**src/exec_settings.svh**
```systemverilog
`ifndef EXEC_SETTINGS_SVH
`define EXEC_SETTINGS_SVH

// datapath width
// the split adder is built as two 16 bit halves of this
`define EXEC_XLEN 32

// registers per hart context, x0 included
`define EXEC_NUM_REGS 8

// register index width, follows from the register count
`define EXEC_REG_AW ($clog2(`EXEC_NUM_REGS))

// hart contexts sharing the alu
`define EXEC_NUM_HARTS 2

// hart tag width, never below one bit
`define EXEC_HART_AW (($clog2(`EXEC_NUM_HARTS) > 0) ? $clog2(`EXEC_NUM_HARTS) : 1)

// immediate field of an issued instruction
`define EXEC_IMM_W 16

`endif

```
**src/exec_pkg.sv**
```systemverilog
`default_nettype none

`include "exec_settings.svh"

package exec_pkg;

  // basic datapath types
  typedef logic [`EXEC_XLEN-1:0]    word_t;
  typedef logic [`EXEC_REG_AW-1:0]  reg_idx_t;
  typedef logic [`EXEC_HART_AW-1:0] hart_idx_t;

  // alu operations
  // compares return 0 or 1 in bit 0
  typedef enum logic [3:0] {
    ALU_ADD  = 4'd0,
    ALU_SUB  = 4'd1,
    ALU_AND  = 4'd2,
    ALU_OR   = 4'd3,
    ALU_XOR  = 4'd4,
    ALU_SLL  = 4'd5,
    ALU_SRL  = 4'd6,
    ALU_SRA  = 4'd7,
    ALU_SLT  = 4'd8,
    ALU_SLTU = 4'd9,
    ALU_SEQ  = 4'd10,
    ALU_SNE  = 4'd11,
    ALU_SGE  = 4'd12,
    ALU_SGEU = 4'd13
  } alu_op_e;

  // serial alu sequencing, low half then high half
  typedef enum logic [1:0] {
    ST_IDLE = 2'd0,
    ST_LOW  = 2'd1,
    ST_HIGH = 2'd2
  } alu_state_e;

  // instruction as issued to a hart
  typedef struct packed {
    alu_op_e                op;
    reg_idx_t               rd;
    reg_idx_t               rs1;
    reg_idx_t               rs2;
    logic                   use_imm;
    logic [`EXEC_IMM_W-1:0] imm;
  } issue_t;

  // operands already read, waiting for the shared alu
  typedef struct packed {
    alu_op_e  op;
    word_t    operand_a;
    word_t    operand_b;
    reg_idx_t rd;
  } alu_req_t;

  // result broadcast back to the harts
  typedef struct packed {
    hart_idx_t hart;
    reg_idx_t  rd;
    word_t     value;
  } wb_t;

endpackage

`default_nettype wire

```
**src/serial_alu.sv**
```systemverilog
`timescale 1ns/1ps
`default_nettype none

`include "exec_settings.svh"

module serial_alu
  import exec_pkg::*;
(
  input  wire          clk,
  input  wire          rst_n,
  input  wire          start_i,
  input  wire alu_op_e op_i,
  input  wire word_t   operand_a_i,
  input  wire word_t   operand_b_i,
  output word_t        result_o,
  output logic         done_o,
  output logic         busy_o
);

  localparam int HALF    = `EXEC_XLEN / 2;
  localparam int SHAMT_W = $clog2(`EXEC_XLEN);

  //////////////////////////////
  // sequencing and capture
  //////////////////////////////

  alu_state_e state_q;
  alu_state_e state_d;
  alu_op_e    op_q;
  word_t      a_q;
  word_t      b_q;
  logic       accept;

  // a start is only taken from idle
  assign accept = start_i && (state_q == ST_IDLE);

  always_comb
  begin
    state_d = state_q;
    case (state_q)
      ST_IDLE:
      begin
        if (start_i)
        begin
          state_d = ST_LOW;
        end
      end
      ST_LOW:  state_d = ST_HIGH;
      default: state_d = ST_IDLE;
    endcase
  end

  always_ff @(posedge clk or negedge rst_n)
  begin
    if (!rst_n)
    begin
      state_q <= ST_IDLE;
    end
    else
    begin
      state_q <= state_d;
    end
  end

  // operands stay put for both halves
  always_ff @(posedge clk)
  begin
    if (accept)
    begin
      op_q <= op_i;
      a_q  <= operand_a_i;
      b_q  <= operand_b_i;
    end
  end

  //////////////////////////////
  // split adder
  //////////////////////////////

  logic          negate_b;
  word_t         b_add;
  logic [HALF:0] low_sum;
  logic [HALF:0] low_q;
  logic [HALF-1:0] high_sum;
  word_t         add_result;

  // sub and every compare run a - b
  always_comb
  begin
    case (op_q)
      ALU_SUB, ALU_SLT, ALU_SLTU, ALU_SEQ, ALU_SNE, ALU_SGE, ALU_SGEU: negate_b = 1'b1;
      default: negate_b = 1'b0;
    endcase
  end

  // two's complement as inverted b plus a carry in on the low half
  assign b_add   = negate_b ? ~b_q : b_q;
  assign low_sum = {1'b0, a_q[HALF-1:0]} + {1'b0, b_add[HALF-1:0]} + {{HALF{1'b0}}, negate_b};

  // low half sum with its carry out in the top bit
  always_ff @(posedge clk)
  begin
    if (state_q == ST_LOW)
    begin
      low_q <= low_sum;
    end
  end

  // high half in the second cycle, carry from the flop
  assign high_sum   = a_q[`EXEC_XLEN-1:HALF] + b_add[`EXEC_XLEN-1:HALF]
                    + {{(HALF-1){1'b0}}, low_q[HALF]};
  assign add_result = {high_sum, low_q[HALF-1:0]};

  //////////////////////////////
  // shifter
  //////////////////////////////

  word_t                 a_rev;
  word_t                 shift_in;
  word_t                 shift_right;
  word_t                 shift_left;
  word_t                 shift_result;
  logic [2*`EXEC_XLEN-1:0] shift_ext;
  logic [2*`EXEC_XLEN-1:0] shift_wide;
  logic                  shift_l;
  logic                  shift_arith;

  assign shift_l     = (op_q == ALU_SLL);
  assign shift_arith = (op_q == ALU_SRA);

  // left shift = reverse, shift right, reverse back
  for (genvar k = 0; k < `EXEC_XLEN; k++)
  begin : g_rev
    assign a_rev[k]      = a_q[`EXEC_XLEN-1-k];
    assign shift_left[k] = shift_right[`EXEC_XLEN-1-k];
  end

  assign shift_in     = shift_l ? a_rev : a_q;
  // upper word holds the sign fill for sra
  assign shift_ext    = {{`EXEC_XLEN{shift_arith & shift_in[`EXEC_XLEN-1]}}, shift_in};
  assign shift_wide   = shift_ext >> b_q[SHAMT_W-1:0];
  assign shift_right  = shift_wide[`EXEC_XLEN-1:0];
  assign shift_result = shift_l ? shift_left : shift_right;

  //////////////////////////////
  // comparator
  //////////////////////////////

  logic cmp_signed;
  logic is_equal;
  logic is_ge;
  logic cmp_result;

  assign cmp_signed = (op_q == ALU_SLT) || (op_q == ALU_SGE);
  assign is_equal   = (add_result == '0);

  always_comb
  begin
    // same sign: no overflow, difference sign decides
    if (a_q[`EXEC_XLEN-1] == b_q[`EXEC_XLEN-1])
    begin
      is_ge = ~add_result[`EXEC_XLEN-1];
    end
    // signs differ: signed ge when b negative, unsigned ge when a has msb set
    else if (cmp_signed)
    begin
      is_ge = b_q[`EXEC_XLEN-1];
    end
    else
    begin
      is_ge = a_q[`EXEC_XLEN-1];
    end
  end

  always_comb
  begin
    case (op_q)
      ALU_SEQ:           cmp_result = is_equal;
      ALU_SNE:           cmp_result = ~is_equal;
      ALU_SGE, ALU_SGEU: cmp_result = is_ge;
      default:           cmp_result = ~is_ge;
    endcase
  end

  //////////////////////////////
  // result select
  //////////////////////////////

  always_comb
  begin
    result_o = add_result;
    case (op_q)
      ALU_AND: result_o = a_q & b_q;
      ALU_OR:  result_o = a_q | b_q;
      ALU_XOR: result_o = a_q ^ b_q;
      ALU_SLL, ALU_SRL, ALU_SRA: result_o = shift_result;
      ALU_SLT, ALU_SLTU, ALU_SEQ, ALU_SNE, ALU_SGE, ALU_SGEU:
        result_o = {{(`EXEC_XLEN-1){1'b0}}, cmp_result};
      default: ;
    endcase
  end

  // result is only meaningful in the high half cycle
  assign done_o = (state_q == ST_HIGH);
  assign busy_o = (state_q != ST_IDLE);

endmodule

`default_nettype wire

```
**src/hart_ctx.sv**
```systemverilog
`timescale 1ns/1ps
`default_nettype none

`include "exec_settings.svh"

module hart_ctx
  import exec_pkg::*;
#(
  parameter int unsigned HART_ID = 0
)
(
  input  wire         clk,
  input  wire         rst_n,
  input  wire         issue_valid_i,
  input  wire issue_t issue_i,
  input  wire         grant_i,
  input  wire         wb_valid_i,
  input  wire wb_t    wb_i,
  output logic        req_valid_o,
  output alu_req_t    req_o,
  output logic        busy_o
);

  // tag this context answers to on the writeback bus
  localparam hart_idx_t MY_TAG = hart_idx_t'(HART_ID);

  word_t    regs_q [`EXEC_NUM_REGS];
  word_t    rs1_val;
  word_t    rs2_val;
  word_t    imm_ext;
  alu_req_t req_q;
  logic     req_valid_q;
  logic     busy_q;
  logic     accept;
  logic     wb_hit;

  // one instruction at a time so an issue while busy is dropped
  assign accept = issue_valid_i && !busy_q;
  assign wb_hit = wb_valid_i && (wb_i.hart == MY_TAG);

  //////////////////////////////
  // operand read
  //////////////////////////////

  // x0 reads as zero
  assign rs1_val = (issue_i.rs1 == '0) ? '0 : regs_q[issue_i.rs1];
  assign rs2_val = (issue_i.rs2 == '0) ? '0 : regs_q[issue_i.rs2];
  // sign extended immediate for operand b
  assign imm_ext = {{(`EXEC_XLEN-`EXEC_IMM_W){issue_i.imm[`EXEC_IMM_W-1]}}, issue_i.imm};

  //////////////////////////////
  // register file
  //////////////////////////////

  always_ff @(posedge clk or negedge rst_n)
  begin
    if (!rst_n)
    begin
      for (int i = 0; i < `EXEC_NUM_REGS; i++)
      begin
        regs_q[i] <= '0;
      end
    end
    // result lands in rd and x0 is masked at the operand read
    else if (wb_hit)
    begin
      regs_q[wb_i.rd] <= wb_i.value;
    end
  end

  //////////////////////////////
  // pending request and busy
  //////////////////////////////

  always_ff @(posedge clk or negedge rst_n)
  begin
    if (!rst_n)
    begin
      req_valid_q <= 1'b0;
      busy_q      <= 1'b0;
    end
    else if (accept)
    begin
      req_valid_q <= 1'b1;
      busy_q      <= 1'b1;
    end
    else
    begin
      // request leaves on grant while busy stays until the result lands
      if (grant_i)
      begin
        req_valid_q <= 1'b0;
      end
      if (wb_hit)
      begin
        busy_q <= 1'b0;
      end
    end
  end

  always_ff @(posedge clk)
  begin
    if (accept)
    begin
      req_q.op        <= issue_i.op;
      req_q.operand_a <= rs1_val;
      req_q.operand_b <= issue_i.use_imm ? imm_ext : rs2_val;
      req_q.rd        <= issue_i.rd;
    end
  end

  assign req_valid_o = req_valid_q;
  assign req_o       = req_q;
  assign busy_o      = busy_q;

endmodule

`default_nettype wire

```
**src/alu_arbiter.sv**
```systemverilog
`timescale 1ns/1ps
`default_nettype none

`include "exec_settings.svh"

module alu_arbiter
  import exec_pkg::*;
(
  input  wire                                 clk,
  input  wire                                 rst_n,
  input  wire [`EXEC_NUM_HARTS-1:0]           req_valid_i,
  input  wire alu_req_t [`EXEC_NUM_HARTS-1:0] req_i,
  output logic [`EXEC_NUM_HARTS-1:0]          grant_o,
  output logic                                alu_start_o,
  output alu_op_e                             alu_op_o,
  output word_t                               alu_a_o,
  output word_t                               alu_b_o,
  input  wire                                 alu_busy_i,
  input  wire                                 alu_done_i,
  input  wire word_t                          alu_result_i,
  output logic                                wb_valid_o,
  output wb_t                                 wb_o
);

  localparam int unsigned NH = `EXEC_NUM_HARTS;

  hart_idx_t rr_ptr_q;
  hart_idx_t sel;
  logic      any_grant;
  hart_idx_t tag_q;
  reg_idx_t  rd_q;
  logic      wb_valid_q;
  wb_t       wb_q;

  //////////////////////////////
  // round robin grant
  //////////////////////////////

  // search starts at the pointer, first requester wins
  always_comb
  begin
    int unsigned cand;
    grant_o   = '0;
    sel       = rr_ptr_q;
    any_grant = 1'b0;
    cand      = 0;
    if (!alu_busy_i)
    begin
      for (int unsigned i = 0; i < NH; i++)
      begin
        cand = (32'(rr_ptr_q) + i) % NH;
        if (!any_grant && req_valid_i[cand])
        begin
          grant_o[cand] = 1'b1;
          sel           = hart_idx_t'(cand);
          any_grant     = 1'b1;
        end
      end
    end
  end

  // pointer moves past the winner so the loser goes first next time
  always_ff @(posedge clk or negedge rst_n)
  begin
    if (!rst_n)
    begin
      rr_ptr_q <= '0;
    end
    else if (any_grant)
    begin
      rr_ptr_q <= (sel == hart_idx_t'(NH - 1)) ? '0 : sel + 1'b1;
    end
  end

  // start goes out in the grant cycle
  assign alu_start_o = any_grant;
  assign alu_op_o    = req_i[sel].op;
  assign alu_a_o     = req_i[sel].operand_a;
  assign alu_b_o     = req_i[sel].operand_b;

  //////////////////////////////
  // result routing
  //////////////////////////////

  // owner of the operation in flight
  always_ff @(posedge clk)
  begin
    if (any_grant)
    begin
      tag_q <= sel;
      rd_q  <= req_i[sel].rd;
    end
  end

  always_ff @(posedge clk or negedge rst_n)
  begin
    if (!rst_n)
    begin
      wb_valid_q <= 1'b0;
    end
    else
    begin
      wb_valid_q <= alu_done_i;
    end
  end

  always_ff @(posedge clk)
  begin
    if (alu_done_i)
    begin
      wb_q <= '{hart: tag_q, rd: rd_q, value: alu_result_i};
    end
  end

  assign wb_valid_o = wb_valid_q;
  assign wb_o       = wb_q;

endmodule

`default_nettype wire

```
**src/dual_hart_exec.sv**
```systemverilog
`timescale 1ns/1ps
`default_nettype none

`include "exec_settings.svh"

module dual_hart_exec
  import exec_pkg::*;
(
  input  wire                               clk,
  input  wire                               rst_n,
  input  wire [`EXEC_NUM_HARTS-1:0]         issue_valid_i,
  input  wire issue_t [`EXEC_NUM_HARTS-1:0] issue_i,
  output logic [`EXEC_NUM_HARTS-1:0]        hart_busy_o,
  output logic                              wb_valid_o,
  output wb_t                               wb_o
);

  // hart side of the arbiter
  logic [`EXEC_NUM_HARTS-1:0]     req_valid;
  alu_req_t [`EXEC_NUM_HARTS-1:0] req;
  logic [`EXEC_NUM_HARTS-1:0]     grant;

  // shared alu
  logic    alu_start;
  alu_op_e alu_op;
  word_t   alu_a;
  word_t   alu_b;
  logic    alu_busy;
  logic    alu_done;
  word_t   alu_result;

  // one context per hart, writeback broadcast to all
  for (genvar h = 0; h < `EXEC_NUM_HARTS; h++)
  begin : g_hart
    hart_ctx #(
      .HART_ID (h)
    ) u_hart (
      .clk           (clk),
      .rst_n         (rst_n),
      .issue_valid_i (issue_valid_i[h]),
      .issue_i       (issue_i[h]),
      .grant_i       (grant[h]),
      .wb_valid_i    (wb_valid_o),
      .wb_i          (wb_o),
      .req_valid_o   (req_valid[h]),
      .req_o         (req[h]),
      .busy_o        (hart_busy_o[h])
    );
  end

  alu_arbiter u_arb (
    .clk          (clk),
    .rst_n        (rst_n),
    .req_valid_i  (req_valid),
    .req_i        (req),
    .grant_o      (grant),
    .alu_start_o  (alu_start),
    .alu_op_o     (alu_op),
    .alu_a_o      (alu_a),
    .alu_b_o      (alu_b),
    .alu_busy_i   (alu_busy),
    .alu_done_i   (alu_done),
    .alu_result_i (alu_result),
    .wb_valid_o   (wb_valid_o),
    .wb_o         (wb_o)
  );

  serial_alu u_alu (
    .clk         (clk),
    .rst_n       (rst_n),
    .start_i     (alu_start),
    .op_i        (alu_op),
    .operand_a_i (alu_a),
    .operand_b_i (alu_b),
    .result_o    (alu_result),
    .done_o      (alu_done),
    .busy_o      (alu_busy)
  );

endmodule

`default_nettype wire

```
**config.mk**
```make
export PLATFORM = sky130hd
export DESIGN_NAME = dual_hart_exec
export DESIGN_NICKNAME = d
export VERILOG_FILES = /design/src/exec_pkg.sv /design/src/serial_alu.sv /design/src/hart_ctx.sv /design/src/alu_arbiter.sv /design/src/dual_hart_exec.sv
export VERILOG_INCLUDE_DIRS = /design/src
export SDC_FILE = /design/constraint.sdc
export NUM_CORES = 1
export LEC_CHECK = 0
export ABC_AREA = 1
export BUFFER_PORTS_ARGS = -buffer_cell sky130_fd_sc_hd__buf_2
export CAP_MARGIN = 10
export CELL_PAD_IN_SITES_DETAIL_PLACEMENT = 0
export CELL_PAD_IN_SITES_GLOBAL_PLACEMENT = 1
export CORE_MARGIN = 2
export CORE_UTILIZATION = 45
export DETAILED_ROUTE_END_ITERATION = 16
export GPL_ROUTABILITY_DRIVEN = 0
export PLACE_DENSITY_LB_ADDON = 0.1
export SLEW_MARGIN = 20
export SYNTH_ARGS = -nofsm -noshare
export SYNTH_HDL_FRONTEND = slang
export SYNTH_SLANG_ARGS = --single-unit
export TNS_END_PERCENT = 10
```
**constraint.sdc**
```tcl
create_clock -name clk -period 5.69 [get_ports clk]
set_input_delay 1.138 -clock clk [delete_from_list [all_inputs] [get_ports clk]]
set_output_delay 1.138 -clock clk [all_outputs]
set_load 0.02 [all_outputs]
```
After elaboration in Yosys (flattened, before gate mapping)
Index checks and enable logic that the tools add are counted.
{"block": "totals", "elab_cells": 177, "input_bits": 64, "register_bits": 787, "out_inout_bits": 39}
{"block": "op_classes", "mux": 59, "n_bitwise": 15, "reduce_logical": 28, "n_lt_le_gt_ge": 11, "addsub": 6, "eq_ne": 17, "n_shift": 1}
{"operator": "bitwise mux 256 bit", "n": 2}
{"operator": "two-way mux 32 bit", "n": 16}
{"operator": "binary-select mux 32 bit (select 3 bit)", "n": 4}
{"operator": "case mux 32 bit (5 select lines)", "n": 1}
{"operator": "two-way mux 71 bit", "n": 2}
{"operator": "demux 32 bit (select 3 bit)", "n": 1}
{"operator": ">> shifter 64 x 5 -> 32 bit", "n": 1}
{"operator": "bitwise AND 32 bit", "n": 1}
{"operator": "zero test 32 bit", "n": 1}
{"operator": "inverter 32 bit", "n": 1}
{"operator": "OR 32 bit", "n": 1}
{"operator": "bitwise XOR 32 bit", "n": 1}
{"operator": "== test 4 bit (second input constant)", "n": 6}
{"operator": "two-way mux 1 bit", "n": 24}
{"operator": ">= comparator 4 bit (second input constant)", "n": 5}
{"operator": "inverter 3 -> 4 bit", "n": 5}
{"operator": "adder 16 x 16 -> 17 bit", "n": 1}
{"operator": "adder 17 x 1 -> 17 bit", "n": 1}
{"operator": "adder 16 x 1 -> 16 bit", "n": 1}
{"operator": "adder 16 bit", "n": 1}
{"operator": "== test 4 x 3 -> 1 bit (second input constant)", "n": 4}
{"operator": "zero test 3 bit", "n": 4}
{"operator": "two-way mux 2 bit", "n": 5}
{"operator": "nonzero test 2 bit", "n": 5}
{"operator": "other kinds (24)", "n": 43}

Depth between registers and ports, before layout
Gate-level depths: netlist of the first run.
{"block": "depth", "depth_word": 11, "ltp_mapped": 24, "depth_no_buf": 23}

Hierarchy
Synthesis of the first run repeated with hierarchy kept, for this count alone.
{"block": "hier_totals", "hier_cells": 5925, "hier_area_um2": 44562.7}
{"mod": "hart_ctx at g_hart[1].u_hart", "cells_each": 2139, "area_each_um2": 16438.3, "instances": 1}
{"mod": "hart_ctx at g_hart[0].u_hart", "cells_each": 2143, "area_each_um2": 16341.9, "instances": 1}
{"mod": "serial_alu", "cells_each": 1352, "area_each_um2": 9450.3, "instances": 1}
{"mod": "alu_arbiter", "cells_each": 291, "area_each_um2": 2332.2, "instances": 1}

Worst setup path before layout of the first run
No wires, ideal clock.
{"block": "synth_timing", "path_type": "flip-flop to flip-flop", "startpoint": "reg u_alu.state_q[1]", "endpoint": "reg u_alu.a_q[0], enable pin", "synth_period_minus_slack_ns": 4.160, "arrival_time_ns": 3.658, "n_path_buf": 0, "path_stages_with_launch": 4, "path_slack_ns": 1.530, "path_cell_list": "dfrtp_1 > nor2_1 > inv_1 > nor2_1"}
{"block": "synth_via", "elab_chain_len": 3, "word_cells_on_any_way": 4, "classes_between": "mux: 1; reduce/logical: 3"}
{"item": "start, declared", "line_no": "serial_alu.sv:27", "text": "alu_state_e state_q;"}
{"item": "start signal, assigned", "line_no": "serial_alu.sv:61", "text": "state_q <= state_d;"}
{"item": "nonzero test 2 bit", "line_no": "serial_alu.sv:205", "text": "assign busy_o = (state_q != ST_IDLE);"}
{"item": "two-way mux 1 bit", "line_no": "alu_arbiter.sv:47", "text": "if (!alu_busy_i)"}
{"item": "via alu_start", "line_no": "dual_hart_exec.sv:24", "text": "logic alu_start;"}
{"item": "logical AND 1 bit", "line_no": "serial_alu.sv:35", "text": "assign accept = start_i && (state_q == ST_IDLE);"}
{"item": "end signal, assigned", "line_no": "serial_alu.sv:71", "text": "a_q <= operand_a_i;"}
{"item": "end, declared", "line_no": "serial_alu.sv:30", "text": "word_t a_q;"}
The timed path passes the listed nets, and every way through them passes these cells.
A chain may end at the register's enable or synchronous reset.

Final worst setup path of the first run
{"block": "layout_timing", "startpoint": "reg u_alu.op_q[1]", "endpoint": "reg u_alu.low_q[14] (data pin)"}
{"block": "layout_via", "elab_chain_len": 6, "word_cells_on_any_way": 12, "classes_between": "add/sub: 2; eq/ne: 7; mux: 2; reduce/logical: 1"}
{"item": "start, declared", "line_no": "serial_alu.sv:29", "text": "alu_op_e op_q;"}
{"item": "start signal, assigned", "line_no": "serial_alu.sv:70", "text": "op_q <= op_i;"}
{"item": "== test 4 x 1 -> 1 bit / == test 4 bit (equally long branches)", "line_no": "serial_alu.sv:90", "text": "case (op_q)"}
{"item": "OR reduction 7 bit *", "line_no": "serial_alu.sv:90"}
{"item": "two-way mux 1 bit *", "line_no": "serial_alu.sv:90"}
{"item": "two-way mux 32 bit", "line_no": "serial_alu.sv:97", "text": "assign b_add = negate_b ? ~b_q : b_q;"}
{"item": "adder 16 x 16 -> 17 bit", "line_no": "serial_alu.sv:98", "text": "assign low_sum = {1'b0, a_q[HALF-1:0]} + {1'b0, b_add[HALF-1:0]} + {{HALF{1'b0}}, negate_b};"}
{"item": "adder 17 x 1 -> 17 bit *", "line_no": "serial_alu.sv:98"}
{"item": "via u_alu.low_sum[14]", "line_no": "serial_alu.sv:82", "text": "logic [HALF:0] low_sum;"}
{"item": "end signal, assigned", "line_no": "serial_alu.sv:105", "text": "low_q <= low_sum;"}
{"item": "end, declared", "line_no": "serial_alu.sv:83", "text": "logic [HALF:0] low_q;"}
The timed path passes the listed nets; every way through them passes the cells marked *.

==> results by group, run 1 <==
Placed design
  • Placed cell count: 6461
  • Port bufs: 102
  • Hpwl dp: between 100000 and 150000 um
  • Post-place setup slack: 1700 ps

Routing
  • DRT iter0 DRCs: about 4.9k
  • DRC: 0
  • Drt pass-1 iters: 5
  • Total Routed Length: between 150000 and 200000 um
  • DRT antenna net count: 0
  • Drt wl/cell: 25.1 um
  • Vias per std cell: 5.84
  • Via count: 38.8k

Cells and area
  • Final net count: roughly 5.5k
  • Most common cell after layout, fill and taps aside: nand2_1
  • P&R area growth vs syn: 10.3%
  • Fill count: 9398
  • Most frequent cells in the layout: nand2_1, o21ai_0, dfrtp_1
  • Share of layout cells above drive strength 1: just over 7%
  • Post-Layout Cell Count: 6634

Clock network
  • Post_cts resized: 0
  • Worst-Skew Late Latency: 680 ps
  • Worst-path clk slew: 60 ps
  • Cts bufs inserted: 91
  • CTS root buf: clkbuf_16
  • H-tree depth: 3
  • Clk sinks: ~790
  • CTS Hold Bufs: 0
  • Postcts setup bufs: 0
  • TritonCTS clock tree: yes
  • CTS Buffer Depth: 3

Pwr
  • Design Power: ~30000 uW
  • Leakage: a little over 0.02 uW
  • Peak supply drop: 0.345 mV
  • Pwr/cell area: 629 nW/um^2

Logic synthesis
  • FFs w/ async S/R, synth: between 60% and 70%
  • Sequential fraction of the synthesis area: 49.3%
  • XOR/XNOR Fraction of Synth Area: less than 1%
  • Syn avg cell area: just under 8 sq um
  • Synth Area in Simple Gates: 19.4%
  • Multiplexer share of the synthesized area: 0%
  • Primary FF master, synth: dfrtp_1
  • Synth warn: 0
  • Adder-Cell Fraction of Synth Area: 2.87%
  • Main combinational cell family by area after synthesis: compound AO/OA/AOI/OAI gates
  • Synthesized area: 42600 sq um
  • Mapped Nets: 5571
  • Post-synth EDFFs: ~270
  • Distinct cells, synth: 43
  • Top cells by area, synth: dfrtp_1, edfxtp_1, o21ai_0, nand2_1, nand3_1
  • Yosys top cell by area: dfrtp_1
  • Fraction of the mapped netlist area in compound gates: 20.2%
  • Synth top area share: a little under a third
  • #FFs+latches synth: 787
  • Cell count after synthesis: between 5k and 6k

Floorplan
  • Core region area: 93600 sq um
  • I/O pin cnt: 103
  • Initial core utilization: a little under half
  • Chip Height: 312 um
  • Standard-cell rows: 112
  • Die W: 312 um
  • Die area: ~100000 sq um

Worst setup path
  • CP Class: flop to flop
  • Worst Path Arrival: 4410 ps
  • CP endpoint kind: flop
  • CP Launch Type: flop
  • Worst-path maximum fanout: 37
  • Worst Path Required: 6080 ps

Timing
  • Clock Skew: 34.5 ps
  • Worst Tran Pin Value: 1090 ps
  • Minimum clock period: around 4000 ps
  • Max-slew violations: 0
  • Fin. Hold Viols: 0
  • Period utilization: 70.7%
  • FMAX: 0.249 GHz
  • Final number of setup-violating endpoints: 0
  • Final worst slack: 1670 ps
  • RSZ-0062 raised after global routing: false
  • Relative slew slack: 27.1%
  • Fin Setup TNS: 0 ps

Global routing
  • Number of antenna violations at the first check in global routing: 4
  • Largest net degree at the start of global routing: 143
  • Number of global-route vias before repair: 36.2k
  • Total global-route track usage: 34.1%
  • First-pass GRT wire length: 247000 um
  • GR Overflow Total: 0

Min path
  • HP Class: flop to flop

Job
  • Total of max-cap violations: 0

Run status
  • Status: finished clean
metal layers:
| metal | up-vias | GRT usage (%) | part of all wire [%] |
|---|---|---|---|
| li1 | 18000 | - | - |
| met1 | 18600 | 48.2 | 43 |
| met2 | 1760 | 52.6 | 44 |
| met3 | 359 | 4.90 | 8.2 |
| met4 | 0 | 13.9 | 4.6 |
| met5 | - | 0 | 0 |
flip-flops by register name (all words and copies together), names as in the netlist, 2 cells and up:
signal,cells
u_arb.rd_q,3
u_alu.op_q,4
g_hart.u_hart.busy_o,2
u_alu.state_q,2
u_alu.b_q,32
g_hart.u_hart.req_o,142
u_alu.a_q,32
g_hart.u_hart.req_valid_o,2
g_hart.u_hart.regs_q,512
u_arb.wb_o,36
u_alu.low_q,17
report_power, final:
| part | switching [uW] | total [uW] | internal [uW] |
|---|---|---|---|
| sequential | 2050 | 10800 | 8730 |
| clock | 2480 | 5830 | 3350 |
| combinational | 9010 | 13000 | 3980 |
| total | 13500 | 29600 | 16100 |
cells in the mapped netlist (13+ instances only):
master and number:
o21ai_0 1090, o211ai_1 93, a21oi_1 302, a211oi_1 15
dfrtp_1 520, nand2_1 1443, a31oi_1 65, nor3_1 19
clkbuf_1 321, ha_1 93, buf_2 22, buf_1 40
nor2_1 227, nand4_1 32, a41oi_1 13, nand3_1 313
edfxtp_1 267, xor2_1 42, inv_1 410
metrics by stage:
step / area (sq um) / hold slack, ps / util (%)
after global placement: 44100 / 401 / 47.1
after detailed placement: 44100 / 405 / 47.1
after CTS: 47000 / 415 / 50.2
after global routing: 47000 / 420 / 50.2
after floorplan: 42600 / 400 / -
final: 47000 / 421 / 50.3
layout make-up:
cell class | instances | area [sq um] | share of cell area (%)
Antenna cell | 2 | 5.00 | 0.0106
Clock buffer | 134 | 2660 | 5.66
Clock inverter | 37 | 302 | 0.641
Inverter | 422 | 1590 | 3.38
Multi-Input combinational cell | 3811 | 18600 | 39.5
Sequential cell | 787 | 21000 | 44.7
Tap cell | 1254 | 1570 | 3.34
Timing Repair Buffer | 187 | 1280 | 2.72
final timing paths:
kind | from | endpoint | slack, ps | cells after the start
max | u_alu.op_q[1]$_DFFE_PP_ | u_alu.low_q[14]$_DFFE_PN_ | 1670 | 19
min | u_arb.tag_q$_DFFE_PP_ | u_arb.wb_o[35]$_DFFE_PP_ | 420 | 0
max reg2reg | u_alu.op_q[1]$_DFFE_PP_ | u_alu.low_q[14]$_DFFE_PN_ | 1670 | 19
min reg2reg | u_arb.tag_q$_DFFE_PP_ | u_arb.wb_o[35]$_DFFE_PP_ | 420 | 0
max in group asynchronous | rst_n | u_arb.wb_valid_o$_DFF_PN0_ | 3870 | 2
min in group asynchronous | rst_n | g_hart[1].u_hart.regs_q[72]$_DFFE_PN0P_ | 530 | 1
critical path, cell delays in order, from the launching register on:
cell,delay [ps]
edfxtp_1,320
buf_4,380
nand2_1,150
nand2_2,360
buf_4,460
xor2_1,260
inv_1,80
fa_1,410
o21ai_0,310
nand3_1,130
nand2_1,120
nand3_1,70
nand2_1,100
nand3_1,70
nand2_1,110
nand3_1,80
nand2_1,90
nand3_1,80
nand2_1,100
xor2_1,70
kinds of logic after synthesis:
group                      Yosys count
adders and majority gates           96
xor gates and xnor gates            46
buffers and inverters              813
and+or+nand+nor                   2050
AOI/OAI and AO/OA                 1619
DFF                                787
No activity file was read; power rests on OpenSTA's default activity.
==> run 2, diff against run 1 <==
- CORE_UTILIZATION: 45 -> 43
- clock period: 5.69 -> 3.67 ns (I/O delays scaled with it)
==> run 2 against run 1 <==
- die area is 4.6% higher
- design area rose by 2.1%
- sequential share of layout area is 0.92 points lower
- count of clock-buffer cells in the layout down 11
- flip-flop and latch count unchanged
- register-to-register slack got worse by 1400 ps
- final cell count rose by 1.4%
- first-iteration DRC count shrank 6.0%
- fmax grew 19%
- clock power grew 64%
- clock skew down 17 ps
- largest cell class unchanged
==> results by group, run 2 (synthesized netlist as in run 1, its figures left out) <==
Worst setup path
  • CP Launch Type: flop (unchanged)
  • CP endpoint kind: flop (unchanged)
  • CP peak stage delay: 500 ps (was 460 ps)
  • Worst Path Arrival: 3790 ps (was 4410 ps)
  • Worst R2R Start: u_alu.op_q[3]$_DFFE_PP_ (was u_alu.op_q[1]$_DFFE_PP_)
  • FF-to-FF End: u_arb.wb_o[0]$_DFFE_PP_ (was u_alu.low_q[14]$_DFFE_PN_)
  • CP max-delay cell: edfxtp_1 (was buf_4)
  • Worst-path maximum fanout: 6 (was 37)
  • CP dominant cell by count: nand2_1 (unchanged)
  • CP cell instances: nand2_1, nand2_1, nand2_2, xor2_1, fa_1, inv_1, fa_1, nand3_1, nand2_1, nand3_1, nand2_1, or2_2, nand2_1, nand3_1, nor2_2, nand3_1, nand2_1, nand3_1, nand2_1, a21oi_1 (was buf_4, nand2_1, nand2_2, buf_4, xor2_1, inv_1, fa_1, o21ai_0, nand3_1, nand2_1, nand3_1, nand2_1, nand3_1, nand2_1, nand3_1, nand2_1, nand3_1, nand2_1, xor2_1)
  • Worst Reg-to-Reg Cells: 20 (was 19)
  • Reg2Reg Setup Slack: 300 ps (was 1670 ps)
  • CP Class: flop to flop (unchanged)
  • Worst Path Required: 4090 ps (was 6080 ps)

Pwr
  • Switching pwr: 21200 uW (was 13500 uW)
  • Leakage: 0.0210 uW (was 0.0205 uW)
  • Clock group share of total power: 20.4% (was 19.7%)
  • Power Internal: 25700 uW (was 16100 uW)
  • Pwr/cell area: 976 nW/um^2 (was 629 nW/um^2)
  • Peak supply drop: 0.468 mV (was 0.345 mV)
  • Switch share: 45.2% (was 45.7%)
  • Logic pwr share: 43.9% (about the same)
  • Sequential share of power: 35.7% (was 36.4%)

Job
  • Total of max-cap violations: 0 (unchanged)

Clock network
  • Worst-Skew Late Latency: 670 ps (was 680 ps)
  • H-tree depth: 3 (unchanged)
  • CTS root buf: clkbuf_16 (unchanged)
  • Worst-path clk slew: 60 ps (about the same)
  • Clk sinks: 787 (unchanged)
  • Cts bufs inserted: 90 (was 91)
  • TritonCTS clock tree: yes (unchanged)
  • CTS Buffer Depth: 3 (unchanged)

Global routing
  • Grt peak-use layer: met2 (unchanged)
  • Number of global-route vias before repair: 36.3k (was 36.2k)
  • Global Route met3 Usage: 5.53% (was 4.90%)
  • Number of antenna violations at the first check in global routing: 5 (was 4)
  • Met1 Use GR: 47.4% (was 48.2%)
  • Largest net degree at the start of global routing: 133 (was 143)
  • GR Overflow Total: 0 (unchanged)
  • First-pass GRT wire length: 251000 um (was 247000 um)
  • Met2 usage: 50.6% (was 52.6%)
  • Total global-route track usage: 33.2% (was 34.1%)

Cells and area
  • Share of layout cells above drive strength 1: 8.02% (was 7.08%)
  • Reg with most FFs: g_hart.u_hart.regs_q (unchanged)
  • Final net count: 5520 (was 5460)
  • Max reg flops: 512 (unchanged)
  • Most frequent cells in the layout: nand2_1, o21ai_0, dfrtp_1 (unchanged)
  • Design area: 48000 sq um (was 47000 sq um)
  • ANT cells: 0 (was 2)
  • Post-Layout Cell Count: 6724 (was 6634)
  • Most common cell after layout, fill and taps aside: nand2_1 (unchanged)
  • P&R area growth vs syn: 12.7% (was 10.3%)

Routing
  • Drt pass-1 iters: 6 (was 5)
  • DRT antenna net count: 0 (unchanged)
  • DRC: 0 (unchanged)
  • Via count: 38.7k (was 38.8k)
  • Vias per std cell: 5.76 (was 5.84)
  • DRT iter0 DRCs: 4562 (was 4853)
  • Drt wl/cell: 25.3 um (was 25.1 um)
  • Total Routed Length: 170000 um (was 167000 um)

Timing
  • FMAX: 0.297 GHz (was 0.249 GHz)
  • Period utilization: 91.9% (was 70.7%)
  • RSZ-0062 raised after global routing: true (was false)
  • Minimum clock period: 3370 ps (was 4020 ps)
  • Clock Skew: 17.4 ps (was 34.5 ps)
  • Max-slew violations: 0 (unchanged)
  • Final number of setup-violating endpoints: 0 (unchanged)
  • Fin Hold WS: 67.0 ps (was 421 ps)
  • Worst Tran Pin Value: 1000 ps (was 1090 ps)
  • Relative slew slack: 33.0% (was 27.1%)
  • Fin. Hold Viols: 0 (unchanged)
  • Fin Setup TNS: 0 ps (unchanged)

Floorplan
  • Initial core utilization: 43.4% (was 45.6%)
  • Core region area: 98300 sq um (was 93600 sq um)
  • Die W: 319 um (was 312 um)
  • Standard-cell rows: 115 (was 112)
  • I/O pin cnt: 103 (unchanged)
  • Chip Height: 319 um (was 312 um)
  • Die area: 102000 sq um (was 97200 sq um)

Placed design
  • Hpwl dp: 113000 um (was 105000 um)
  • Placed cell count: 6554 (was 6461)
  • DP Area: 44900 sq um (was 44100 sq um)
  • Port bufs: 102 (unchanged)

Min path
  • HP Class: input port to asynchronous set/reset pin (was flop to flop)

Run status
  • Status: finished clean (unchanged)
-- run 2: cell types whose count changed in the layout (fill, tap and decap cells not counted), moves of 3 or more --
cell,before,now
clkbuf_16,95,92
bufinv_16,2,12
buf_12,8,38
buf_4,81,112
clkinvlp_4,6,3
clkbuf_1,25,21
clkbuf_8,14,10
inv_1,400,406
-- run 2: worst max-delay path, delay by kind of cell, from the launching register on --
| family | cells | cell delay, ps |
|---|---|---|
| adder cells (fa/ha/maj) | 2 | 670 |
| flip-flops | 1 | 500 |
| buffers and inverters | 1 | 70 |
| XOR/XNOR | 1 | 180 |
| AND/OR/NAND/NOR | 15 | 1610 |
| AO/OA/AOI/OAI | 1 | 70 |
-- run 2: final cells by class --
cell class	instances	area (sq um)
clock buffers	123	2520
clock inverters	46	583
fillers	9818	50200
inverters	422	1590
multi-input cells	3811	18600
flip-flops and latches	787	21000
well taps	1287	1610
repair buffers	248	2110
-- run 2: timing repair --
action	4_1_cts	5_1_grt
setup endpoints to repair	0	3
gates resized for setup	0	2
buffers inserted	0	1
hold buffers	0	0
-- run 2: power groups by stage --
| stage | registers (uW) | logic [uW] | clock network (uW) |
|---|---|---|---|
| after global placement | 16700 | 20100 | 0 |
| final | 16800 | 20600 | 9550 |
| after floorplan | 15500 | 13800 | 0 |
| after global routing | 17100 | 23100 | 10000 |
| after detailed placement | 16800 | 20300 | 0 |
| after CTS | 16600 | 20400 | 9680 |
-- run 2: how the worst max path moves through the flow --
stage / startpoint / to
global placement: u_alu.op_q[3]$_DFFE_PP_ / u_arb.wb_o[0]$_DFFE_PP_
floorplan: u_alu.op_q[3]$_DFFE_PP_ / u_arb.wb_o[0]$_DFFE_PP_
detailed placement: u_alu.op_q[3]$_DFFE_PP_ / u_arb.wb_o[0]$_DFFE_PP_
CTS: u_alu.op_q[3]$_DFFE_PP_ / u_arb.wb_o[0]$_DFFE_PP_
global route: u_alu.op_q[2]$_DFFE_PP_ / u_arb.wb_o[0]$_DFFE_PP_
finish: u_alu.op_q[3]$_DFFE_PP_ / u_arb.wb_o[0]$_DFFE_PP_
-- run 2: stage by stage --
step                power (uW)  setup slack [ps]  utilization, %
floorplan                29300               392               -
global placement         36800               276            45.7
detailed placement       37100               275            45.7
CTS                      46700               266            48.9
global route             50200             -15.9            48.9
finish                   46900               298            48.9
-- run 2: metal layers --
| layer | share of wire (%) | up-vias |
|---|---|---|
| met3 | 8.0 | 318 |
| li1 | - | 18100 |
| met4 | 4.1 | 2 |
| met1 | 44 | 18600 |
| met5 | 0.0071 | - |
| met2 | 44 | 1689 |
